===== src/verilog/mem_pkg.sv =====
package mem_pkg;

    localparam int DATA_WIDTH = 32;                 // Bus and register data width
    localparam int SEL_WIDTH  = DATA_WIDTH / 8;     // One select per byte lane

    // Memory operation codes from the decoder
    typedef enum logic [3:0] {
        OP_NONE = 4'd0,                             // No valid size
        OP_LB   = 4'd1,                             // Load byte, signed
        OP_LH   = 4'd2,                             // Load half, signed
        OP_LW   = 4'd3,                             // Load word
        OP_LBU  = 4'd4,                             // Load byte, unsigned
        OP_LHU  = 4'd5,                             // Load half, unsigned
        OP_SB   = 4'd6,                             // Store byte
        OP_SH   = 4'd7,                             // Store half
        OP_SW   = 4'd8                              // Store word
    } mem_op_t;

    // Access sequencer states
    typedef enum logic [1:0] {
        FETCH  = 2'd0,                              // Issue instruction fetch
        F_WAIT = 2'd1,                              // Wait for fetch ack
        DATA   = 2'd2,                              // Decide on data access
        D_WAIT = 2'd3                               // Wait for data ack
    } acc_state_t;

endpackage


===== src/verilog/mem_request_latch.sv =====
module mem_request_latch #(
    parameter int ADDR_WIDTH = 32
) (
    input  logic                             clk,
    input  logic                             nrst,
    input  logic                             capture,        // Sample request this edge
    input  logic [ADDR_WIDTH-1:0]            pc,
    input  logic                             mem_read,
    input  logic                             mem_write,
    input  logic                             mem_source,     // 1 picks FPU data for stores
    input  logic [3:0]                       mem_op,
    input  logic [ADDR_WIDTH-1:0]            alu_address,
    input  logic [mem_pkg::DATA_WIDTH-1:0]   fpu_data,
    input  logic [mem_pkg::DATA_WIDTH-1:0]   reg_data,
    output logic [ADDR_WIDTH-1:0]            fetch_addr,
    output logic                             req_read,
    output logic                             req_write,
    output mem_pkg::mem_op_t                 req_op,
    output logic [ADDR_WIDTH-1:0]            req_addr,
    output logic [mem_pkg::DATA_WIDTH-1:0]   req_store_data
);

    // Fetch is issued in the capture cycle, so the live PC goes out then
    assign fetch_addr = pc;

    // Control flags
    always_ff @(posedge clk) begin
        if (!nrst) begin
            req_read  <= 1'b0;
            req_write <= 1'b0;
        end else if (capture) begin
            req_read  <= mem_read;
            req_write <= mem_write;
        end
    end

    // Payload, only meaningful once flags are set
    always_ff @(posedge clk) begin
        if (capture) begin
            req_op   <= mem_pkg::mem_op_t'(mem_op);    // Raw code, unknown values kept
            req_addr <= alu_address;
            if (mem_source) begin
                req_store_data <= fpu_data;         // FPU register
            end else begin
                req_store_data <= reg_data;         // Integer register file
            end
        end
    end

endmodule


===== src/verilog/mem_access_fsm.sv =====
module mem_access_fsm (
    input  logic                             clk,
    input  logic                             nrst,
    input  logic                             req_read,       // Latched load request
    input  logic                             req_write,      // Latched store request
    input  logic                             done,           // Bus ack for current access
    input  logic [mem_pkg::DATA_WIDTH-1:0]   load_data,      // Extended load value
    output logic                             capture,
    output logic                             start,
    output logic                             is_fetch,
    output logic                             acc_we,
    output logic                             freeze,
    output logic                             instr_valid,
    output logic                             op_done,
    output logic [mem_pkg::DATA_WIDTH-1:0]   data_to_reg,
    output logic                             reg_write_valid
);

    mem_pkg::acc_state_t state;
    mem_pkg::acc_state_t state_n;
    logic                has_data;                  // Instruction needs a data access
    logic                is_load;                   // Data access is a read

    assign has_data = req_read | req_write;
    assign is_load  = req_read & ~req_write;        // Write wins over read

    // State register
    always_ff @(posedge clk) begin
        if (!nrst) begin
            state <= mem_pkg::FETCH;
        end else begin
            state <= state_n;
        end
    end

    // Next state
    always_comb begin
        state_n = state;
        case (state)
            mem_pkg::FETCH: begin
                state_n = mem_pkg::F_WAIT;          // Always one cycle
            end
            mem_pkg::F_WAIT: begin
                if (done) begin
                    state_n = mem_pkg::DATA;
                end
            end
            mem_pkg::DATA: begin
                if (has_data) begin
                    state_n = mem_pkg::D_WAIT;
                end else begin
                    state_n = mem_pkg::FETCH;       // Nothing else to do
                end
            end
            mem_pkg::D_WAIT: begin
                if (done) begin
                    state_n = mem_pkg::FETCH;
                end
            end
            default: begin
                state_n = mem_pkg::FETCH;
            end
        endcase
    end

    // Decoded outputs
    assign capture     = (state == mem_pkg::FETCH);
    assign is_fetch    = (state == mem_pkg::FETCH) | (state == mem_pkg::F_WAIT);
    assign start       = capture | ((state == mem_pkg::DATA) & has_data);
    assign acc_we      = (state == mem_pkg::DATA) & req_write;
    assign freeze      = (state != mem_pkg::FETCH);     // Core runs only in FETCH
    assign instr_valid = (state == mem_pkg::DATA);      // Fetched word is held here
    assign op_done     = ((state == mem_pkg::DATA) & ~has_data) |
                         ((state == mem_pkg::D_WAIT) & done);

    // Load result strobe, one cycle after the ack
    always_ff @(posedge clk) begin
        if (!nrst) begin
            reg_write_valid <= 1'b0;
        end else begin
            reg_write_valid <= (state == mem_pkg::D_WAIT) & done & is_load;
        end
    end

    // Load result value
    always_ff @(posedge clk) begin
        if ((state == mem_pkg::D_WAIT) && done && is_load) begin
            data_to_reg <= load_data;
        end
    end

endmodule


===== src/verilog/load_store_align.sv =====
module load_store_align (
    input  mem_pkg::mem_op_t                 req_op,
    input  logic [mem_pkg::DATA_WIDTH-1:0]   req_store_data,
    input  logic [mem_pkg::DATA_WIDTH-1:0]   rdata,          // Word read from the bus
    input  logic                             is_fetch,
    output logic [mem_pkg::DATA_WIDTH-1:0]   store_data,
    output logic [mem_pkg::SEL_WIDTH-1:0]    sel,
    output logic [mem_pkg::DATA_WIDTH-1:0]   load_data
);

    localparam int DW = mem_pkg::DATA_WIDTH;

    logic [mem_pkg::SEL_WIDTH-1:0] op_sel;          // Lanes touched by the data op

    // Store formatting, always lane 0
    always_comb begin
        store_data = '0;
        case (req_op)
            mem_pkg::OP_SB: store_data = {{(DW-8){1'b0}}, req_store_data[7:0]};
            mem_pkg::OP_SH: store_data = {{(DW-16){1'b0}}, req_store_data[15:0]};
            mem_pkg::OP_SW: store_data = req_store_data;
            default:        store_data = '0;        // Not a store
        endcase
    end

    // Byte selects by access size
    always_comb begin
        case (req_op)
            mem_pkg::OP_LB,
            mem_pkg::OP_LBU,
            mem_pkg::OP_SB: op_sel = 4'b0001;
            mem_pkg::OP_LH,
            mem_pkg::OP_LHU,
            mem_pkg::OP_SH: op_sel = 4'b0011;
            mem_pkg::OP_LW,
            mem_pkg::OP_SW: op_sel = 4'b1111;
            default:        op_sel = 4'b0000;       // Invalid size
        endcase
    end

    assign sel = is_fetch ? 4'b1111 : op_sel;       // Instruction is a full word

    // Load extension
    always_comb begin
        case (req_op)
            mem_pkg::OP_LB:  load_data = {{(DW-8){rdata[7]}}, rdata[7:0]};
            mem_pkg::OP_LH:  load_data = {{(DW-16){rdata[15]}}, rdata[15:0]};
            mem_pkg::OP_LW:  load_data = rdata;
            mem_pkg::OP_LBU: load_data = {{(DW-8){1'b0}}, rdata[7:0]};
            mem_pkg::OP_LHU: load_data = {{(DW-16){1'b0}}, rdata[15:0]};
            default:         load_data = '0;        // Store or invalid code
        endcase
    end

endmodule


===== src/verilog/wb_master_port.sv =====
module wb_master_port #(
    parameter int ADDR_WIDTH = 32
) (
    input  logic                             clk,
    input  logic                             nrst,
    input  logic                             start,          // Begin one bus cycle
    input  logic                             acc_we,
    input  logic [ADDR_WIDTH-1:0]            addr,
    input  logic [mem_pkg::DATA_WIDTH-1:0]   store_data,
    input  logic [mem_pkg::SEL_WIDTH-1:0]    sel,
    input  logic [mem_pkg::DATA_WIDTH-1:0]   wb_dat_r,
    input  logic                             wb_ack,
    output logic                             wb_cyc,
    output logic                             wb_stb,
    output logic                             wb_we,
    output logic [ADDR_WIDTH-1:0]            wb_adr,
    output logic [mem_pkg::SEL_WIDTH-1:0]    wb_sel,
    output logic [mem_pkg::DATA_WIDTH-1:0]   wb_dat_w,
    output logic                             done,
    output logic [mem_pkg::DATA_WIDTH-1:0]   rdata
);

    logic [mem_pkg::DATA_WIDTH-1:0] rdata_q;        // Last word read

    assign done  = wb_ack & wb_cyc;                 // Ignore stray acks
    assign rdata = done ? wb_dat_r : rdata_q;       // Valid in ack cycle and after

    // Cycle control
    always_ff @(posedge clk) begin
        if (!nrst) begin
            wb_cyc <= 1'b0;
            wb_stb <= 1'b0;
            wb_we  <= 1'b0;
        end else if (start) begin
            wb_cyc <= 1'b1;                         // cyc and stb rise together
            wb_stb <= 1'b1;
            wb_we  <= acc_we;
        end else if (done) begin
            wb_cyc <= 1'b0;                         // Low in cycle after ack
            wb_stb <= 1'b0;
        end
    end

    // Request payload, held until ack
    always_ff @(posedge clk) begin
        if (start) begin
            wb_adr   <= addr;
            wb_sel   <= sel;
            wb_dat_w <= store_data;
        end
    end

    // Read capture
    always_ff @(posedge clk) begin
        if (done) begin
            rdata_q <= wb_dat_r;
        end
    end

endmodule


===== src/verilog/mem_subsystem.sv =====
module mem_subsystem #(
    parameter int ADDR_WIDTH = 32
) (
    input  logic                             clk,
    input  logic                             nrst,
    input  logic [ADDR_WIDTH-1:0]            pc,
    input  logic                             mem_read,
    input  logic                             mem_write,
    input  logic                             mem_source,
    input  logic [3:0]                       mem_op,
    input  logic [ADDR_WIDTH-1:0]            alu_address,
    input  logic [mem_pkg::DATA_WIDTH-1:0]   fpu_data,
    input  logic [mem_pkg::DATA_WIDTH-1:0]   reg_data,
    output logic [mem_pkg::DATA_WIDTH-1:0]   instr,
    output logic                             instr_valid,
    output logic [mem_pkg::DATA_WIDTH-1:0]   data_to_reg,
    output logic                             reg_write_valid,
    output logic                             op_done,
    output logic                             freeze,
    output logic                             wb_cyc,
    output logic                             wb_stb,
    output logic                             wb_we,
    output logic [ADDR_WIDTH-1:0]            wb_adr,
    output logic [mem_pkg::SEL_WIDTH-1:0]    wb_sel,
    output logic [mem_pkg::DATA_WIDTH-1:0]   wb_dat_w,
    input  logic [mem_pkg::DATA_WIDTH-1:0]   wb_dat_r,
    input  logic                             wb_ack
);

    logic                           capture;
    logic                           start;
    logic                           is_fetch;
    logic                           acc_we;
    logic                           done;
    logic                           req_read;
    logic                           req_write;
    mem_pkg::mem_op_t               req_op;
    logic [ADDR_WIDTH-1:0]          fetch_addr;
    logic [ADDR_WIDTH-1:0]          req_addr;
    logic [ADDR_WIDTH-1:0]          acc_addr;       // Address of the access being issued
    logic [mem_pkg::DATA_WIDTH-1:0] req_store_data;
    logic [mem_pkg::DATA_WIDTH-1:0] store_data;
    logic [mem_pkg::SEL_WIDTH-1:0]  sel;
    logic [mem_pkg::DATA_WIDTH-1:0] rdata;
    logic [mem_pkg::DATA_WIDTH-1:0] load_data;

    assign acc_addr = is_fetch ? fetch_addr : req_addr;
    assign instr    = rdata;                        // Fetched word held through DATA

    mem_request_latch #(.ADDR_WIDTH(ADDR_WIDTH)) mem_request_latch_i (
        .clk(clk), .nrst(nrst), .capture(capture), .pc(pc),
        .mem_read(mem_read), .mem_write(mem_write), .mem_source(mem_source),
        .mem_op(mem_op), .alu_address(alu_address), .fpu_data(fpu_data),
        .reg_data(reg_data), .fetch_addr(fetch_addr), .req_read(req_read),
        .req_write(req_write), .req_op(req_op), .req_addr(req_addr),
        .req_store_data(req_store_data)
    );

    mem_access_fsm mem_access_fsm_i (
        .clk(clk), .nrst(nrst), .req_read(req_read), .req_write(req_write),
        .done(done), .load_data(load_data), .capture(capture), .start(start),
        .is_fetch(is_fetch), .acc_we(acc_we), .freeze(freeze),
        .instr_valid(instr_valid), .op_done(op_done), .data_to_reg(data_to_reg),
        .reg_write_valid(reg_write_valid)
    );

    load_store_align load_store_align_i (
        .req_op(req_op), .req_store_data(req_store_data), .rdata(rdata),
        .is_fetch(is_fetch), .store_data(store_data), .sel(sel), .load_data(load_data)
    );

    wb_master_port #(.ADDR_WIDTH(ADDR_WIDTH)) wb_master_port_i (
        .clk(clk), .nrst(nrst), .start(start), .acc_we(acc_we), .addr(acc_addr),
        .store_data(store_data), .sel(sel), .wb_dat_r(wb_dat_r), .wb_ack(wb_ack),
        .wb_cyc(wb_cyc), .wb_stb(wb_stb), .wb_we(wb_we), .wb_adr(wb_adr),
        .wb_sel(wb_sel), .wb_dat_w(wb_dat_w), .done(done), .rdata(rdata)
    );

endmodule


===== config.mk =====
export PLATFORM = sky130hd
export DESIGN_NAME = mem_subsystem
export DESIGN_NICKNAME = d
export VERILOG_FILES = /design/src/verilog/mem_pkg.sv /design/src/verilog/mem_request_latch.sv /design/src/verilog/mem_access_fsm.sv /design/src/verilog/load_store_align.sv /design/src/verilog/wb_master_port.sv /design/src/verilog/mem_subsystem.sv
export SDC_FILE = /design/constraint.sdc
export NUM_CORES = 1
export LEC_CHECK = 0
export BUFFER_PORTS_ARGS = -buffer_cell sky130_fd_sc_hd__buf_2
export CAP_MARGIN = 20
export CORE_MARGIN = 5
export CORE_UTILIZATION = 52
export CTS_CLUSTER_DIAMETER = 150
export DETAILED_ROUTE_END_ITERATION = 10
export MAX_ROUTING_LAYER = met4
export PLACE_DENSITY = 0.94
export SLEW_MARGIN = 20
export SYNTH_ARGS = -nofsm -noshare
export SYNTH_HDL_FRONTEND = slang
export SYNTH_SLANG_ARGS = --single-unit

===== constraint.sdc =====
create_clock -name clk -period 11.7 [get_ports clk]
set_input_delay 1.17 -clock clk [delete_from_list [all_inputs] [get_ports clk]]
set_output_delay 1.17 -clock clk [all_outputs]
set_load 0.05 [all_outputs]

* After elaboration in Yosys (flattened, before gate mapping)
Memory sizes are Yosys's and may differ from the RTL's. A register that Yosys moved wholly into a read port is not among the register bits.
Cells that the tools add are included.
** Word-level totals
- Register bits :: 203
- Memory bits (read-only) :: 64
- Input port bits :: 170
- Output and inout port bits :: 139
- Logic and storage cells :: 57
- Memories kept :: 1
** Memory list
- (no name shown) :: words 16, bits a word 4, read ports 1, clocked after memory_dff 1, write ports 0, RTL line load_store_align.sv:28 : case (req_op)
** Operators by class
- Equality and inequality tests :: 13
- Mux-type cells :: 11
- Bitwise operators :: 13
- Reduce and logical (&&, ||, !) cells :: 6
** Operators by type and width (count)
- one-hot mux 32 bit (5 select lines) :: 1
- two-way mux 32 bit :: 3
- one-hot mux 32 bit (3 select lines) :: 1
- == test 4 x 3 -> 1 bit, second input constant :: 4
- == test 4 x 2 -> 1 bit, second input constant :: 2
- one-hot mux 2 bit (4 select lines) :: 1
- bitwise AND 1 bit :: 7
- two-way mux 2 bit :: 3
- == test 2 bit, second input constant :: 2
- == test 4 x 1 -> 1 bit, second input constant :: 1
- == test 4 bit, second input constant :: 1
- != test 2 x 1 -> 1 bit, second input constant :: 2
- bitwise OR 1 bit :: 4
- nonzero test 2 bit :: 2
- == test 2 x 1 -> 1 bit, second input constant :: 1
- logical AND 1 bit :: 2
- zero test 2 bit :: 1
- two-way mux 1 bit :: 2
- inverter 1 bit :: 2
- AND reduction 2 bit :: 1

* Depth between registers and ports, before layout
- Word-level depth :: 4
- Depth in mapped cells :: 5
- Gate-level depth less buffers :: 3

* Cells and area by module
Synthesis repeated with hierarchy kept, for this count alone.
** Unflattened totals
- Cell total of the unflattened synthesis :: 470
- Area, all modules :: 8569.5 um2
** By module, submodules not included
- wb_master_port :: times used 1, cells an instance 144, area each 3275.6 um2, sequential area each 2722.6 um2
- mem_request_latch :: times used 1, cells an instance 142, area each 2899.0 um2, sequential area each 2082.0 um2
- mem_access_fsm :: times used 1, cells an instance 53, area each 1133.6 um2, sequential area each 1021.0 um2
- load_store_align :: times used 1, cells an instance 95, area each 716.9 um2, sequential area each 0.0 um2
- mem_subsystem :: times used 1, cells an instance 36, area each 544.3 um2, sequential area each 0.0 um2

* Worst setup path before layout
Ideal clock, no wire load.
- Kind :: reg2out
- From :: register mem_access_fsm_i.state[1]
- To :: output port freeze
- Arrival :: 4501 ps
- Required time :: 10530 ps
- Path slack :: 6029 ps
- Cell stages (with the launch flop) :: 4
- Path buffers :: 1
- Cells stage by stage :: dfxtp_1 clkbuf_1 nor2_1 inv_1
** On the way
- Word-level cells in the longest chain between the ends :: 1
** RTL lines
- from (decl) :: RTL line mem_access_fsm.sv:19 : mem_pkg::acc_state_t state;
- from (signal assigned) :: RTL line mem_access_fsm.sv:30 : state <= mem_pkg::FETCH;
- from (signal assigned) :: RTL line mem_access_fsm.sv:32 : state <= state_n;
- nonzero test 2 bit :: RTL line mem_access_fsm.sv:71 : assign freeze = (state != mem_pkg::FETCH);
- to (decl) :: RTL line mem_subsystem.sv:19 : output logic freeze,
No other way between the ends.

* Worst setup path after layout
- From :: input port wb_ack
- To :: output port instr[17] in the netlist's numbering
** On the way
- Word-level cells in the longest chain between the ends :: 2
** RTL lines
- from (decl) :: RTL line mem_subsystem.sv:27 : input logic wb_ack
- bitwise AND 1 bit :: RTL line wb_master_port.sv:25 : assign done = wb_ack & wb_cyc;
- two-way mux 32 bit :: RTL line wb_master_port.sv:26 : assign rdata = done ? wb_dat_r : rdata_q;
- to (decl) :: RTL line mem_subsystem.sv:14 : output logic [mem_pkg::DATA_WIDTH-1:0] instr,
No other way between the ends.

==> results.md <==
* I/O pins at 309
* Syn Nets at 632
* Die Wd at 133 um
* Detailed placement HPWL at 14.0 mm
* RD Place Congestion at 0.811
* Slowest-stage cell, CP: buf_4
* Largest area contributor in the netlist: edfxtp_1
* Syn. warnings at 0
* Nets@finish at 943
* Setup Viol. Count Final at 0
* Post-Route WL at 19.1 mm
* Post-synth top area share at 63.3%
* Asr flop ratio synth at 0%
* Clock Skew at 8.28 ps
* Slew headroom at 31.6%
* Rows at 45
* Crit-path cells: buf_2 -> nand2_1 -> buf_4 -> mux2i_1 -> inv_1 -> buf_2
* Top post-synthesis cells by area: edfxtp_1, mux2_2, dfxtp_1
* Worst hold path class: reg -> reg
* Cell with the most instances after synthesis: edfxtp_1
* Tot GR Track Use at 21.3%
* Actual slew at the worst max-slew pin at 1030 ps
* Min Clock Period, post-route at 3670 ps
* DR WL/cell at 19.6 um
* Max-slew violation count at 0
* Initial antenna violation count at 0
* Largest net degree at the start of global routing at 71
* Area of the core at 15100 um^2
* Worst skew pair latency at 490 ps
* Crit-path max cell delay at 410 ps
* Port bufs at 308
* Vias in the first global route at 5324
* Share of cells above drive strength 1 at 55.7%
* Commonest cells post-synth: edfxtp_1, mux2_2, dfxtp_1
* Max-cap viol count at 0
* Via Count at 5071
* Mapped cell area at 7920 um^2
* FF+latch area at 5800 um^2
* Crit path DAT at 2500 ps
* Fmax at 0.272 GHz
* First-pass GRT wire length at 28.7 mm
* Final Hold Fails at 0
* Critical path type: in -> out
* Sink Count at 206
* Setup TNS at 0 ps
* Die area at 17800 um^2
* Register bit total from synthesis at 206
* Grt total ovfl at 0
* Worst Path Max Fanout at 30
* Hold Buf Count CTS at 0
* RSZ-0062 raised after global routing: no
* Cell Pwr Density at 180 nW/um^2
* VDD IR max at 178 uV
* Number of flops mapped to enable cells by yosys at 167
* Top delay family on crit path: buffers and inverters
* P_leak at 4.46 nW
* Status: completed
* Data required time at the worst endpoint at 10530 ps
* H-tree Lvls at 1
* Sequential element share of the synthesized area at 73.2%
* Synth cell types at 40
* Post-CTS Setup Inserts at 0
* DR vias/cell at 5.20
* DRT Pass-1 Iters at 4
* DRC viols at 0
* Post-Syn Instances at 462
* Resized cells post-CTS at 0
* Buf+Inv Stages, Crit Path at 4
* Clk root buf: clkbuf_16
* Clock buffer depth at 3
* Routed Antenna Nets at 0
* Avg Cell Area, Syn at 17.1 um^2
* CTS tree: yes
* Number of CTS-inserted buffers at 21
* Synth-to-Final Area Change at 29.4%
* Ys flop type: edfxtp_1
* Final Cycle Share at 31.4%
* Initial Util at 52.5%
* CP Launch Type: input port
* Non-filler cells, final at 976
* Fillers at 1037
* Critical Path Most Common Cell: buf_2
* Placed Cells at 938
* Die Ht at 133 um
* Setup crit end kind: output pin
* Clock-pin slew on the worst setup and hold paths at 60 ps
* Number of DRC markers in iteration 0 at 236
* Multi-input logic area at 1950 um^2
routing by layer:
metal	up-vias	part of all wire, %	GRT usage [%]
met4	0	3.1	7.09
met2	222	54	38.8
met1	2456	36	22.7
met5	-	0	-
li1	2353	-	-
met3	40	7.4	5.21
tightest hold or removal path, cell delays in order (launching register included):
cell     delay, ps
dfxtp_1        310
mux2i_1         80
inv_1           70
power breakdown:
part	internal [mW]	switching [mW]	leakage (nW)
sequential	0.866	0.0250	1.97
clock	0.353	0.258	0.304
combinational	0.0946	0.248	2.19
total	1.31	0.531	4.46
final cells by class:
type                       count  share of cell area (%)
sequential                   206                    56.5
clock inverter                 9                   0.671
clock buffer                  28                    5.38
tap                          188                    2.29
inverter                      19                   0.696
multi-input combinational    213                    19.1
timing repair buffer         312                    15.3
antenna                        1                  0.0244
worst paths after layout:
path / depth (start not counted) / startpoint / slack [ps] / to
setup reg to reg: 3 / mem_access_fsm_i.state[1] / 9050 / wb_master_port_i.wb_dat_w[23]
hold reg to reg: 2 / wb_master_port_i.rdata_q[26] / 490 / wb_master_port_i.rdata_q[26]
hold / removal: 2 / wb_master_port_i.rdata_q[26] / 490 / wb_master_port_i.rdata_q[26]
setup / recovery: 6 / wb_ack / 8030 / instr[17]
kinds of logic (layout without fill, tap and decap cells):
group	count (synthesis)	in the layout	share of synthesized area [%]
xor+xnor	1	1	0.111
mux	94	94	13.1
flops	206	206	73.2
buf+inv	43	368	2.57
compound gates	47	47	5.27
other cells	0	1	0
simple gates	71	71	5.78
metrics by stage:
stage | hold slack, ps | area [um^2] | worst slack, ps | util (%) | power [mW]
after floorplan | 487 | 7920 | 6030 | - | 1.15
after global routing | 511 | 10200 | 7930 | 67.9 | 1.92
after global placement | 457 | 9630 | 8140 | 63.8 | 1.23
after CTS | 489 | 10200 | 8030 | 67.9 | 1.86
after detailed placement | 470 | 9630 | 8060 | 63.8 | 1.25
final | 490 | 10300 | 8030 | 67.9 | 1.84
cells in the final DEF (no fill, tap or decap), types with 3 or more instances in the layout:
cell type,count
clkbuf_1,7
clkinv_2,3
edfxtp_1,167
nand2_1,6
o211ai_1,7
clkbuf_16,21
o21ai_0,4
a21boi_0,6
nor2_1,3
o211ai_2,10
buf_2,308
a22o_1,8
a21oi_1,3
mux2_2,78
buf_4,4
clkinv_1,4
and2_1,33
inv_1,19
nor2b_1,11
mux2i_1,16
dfxtp_1,38
Power figures use the tool's default switching activity.
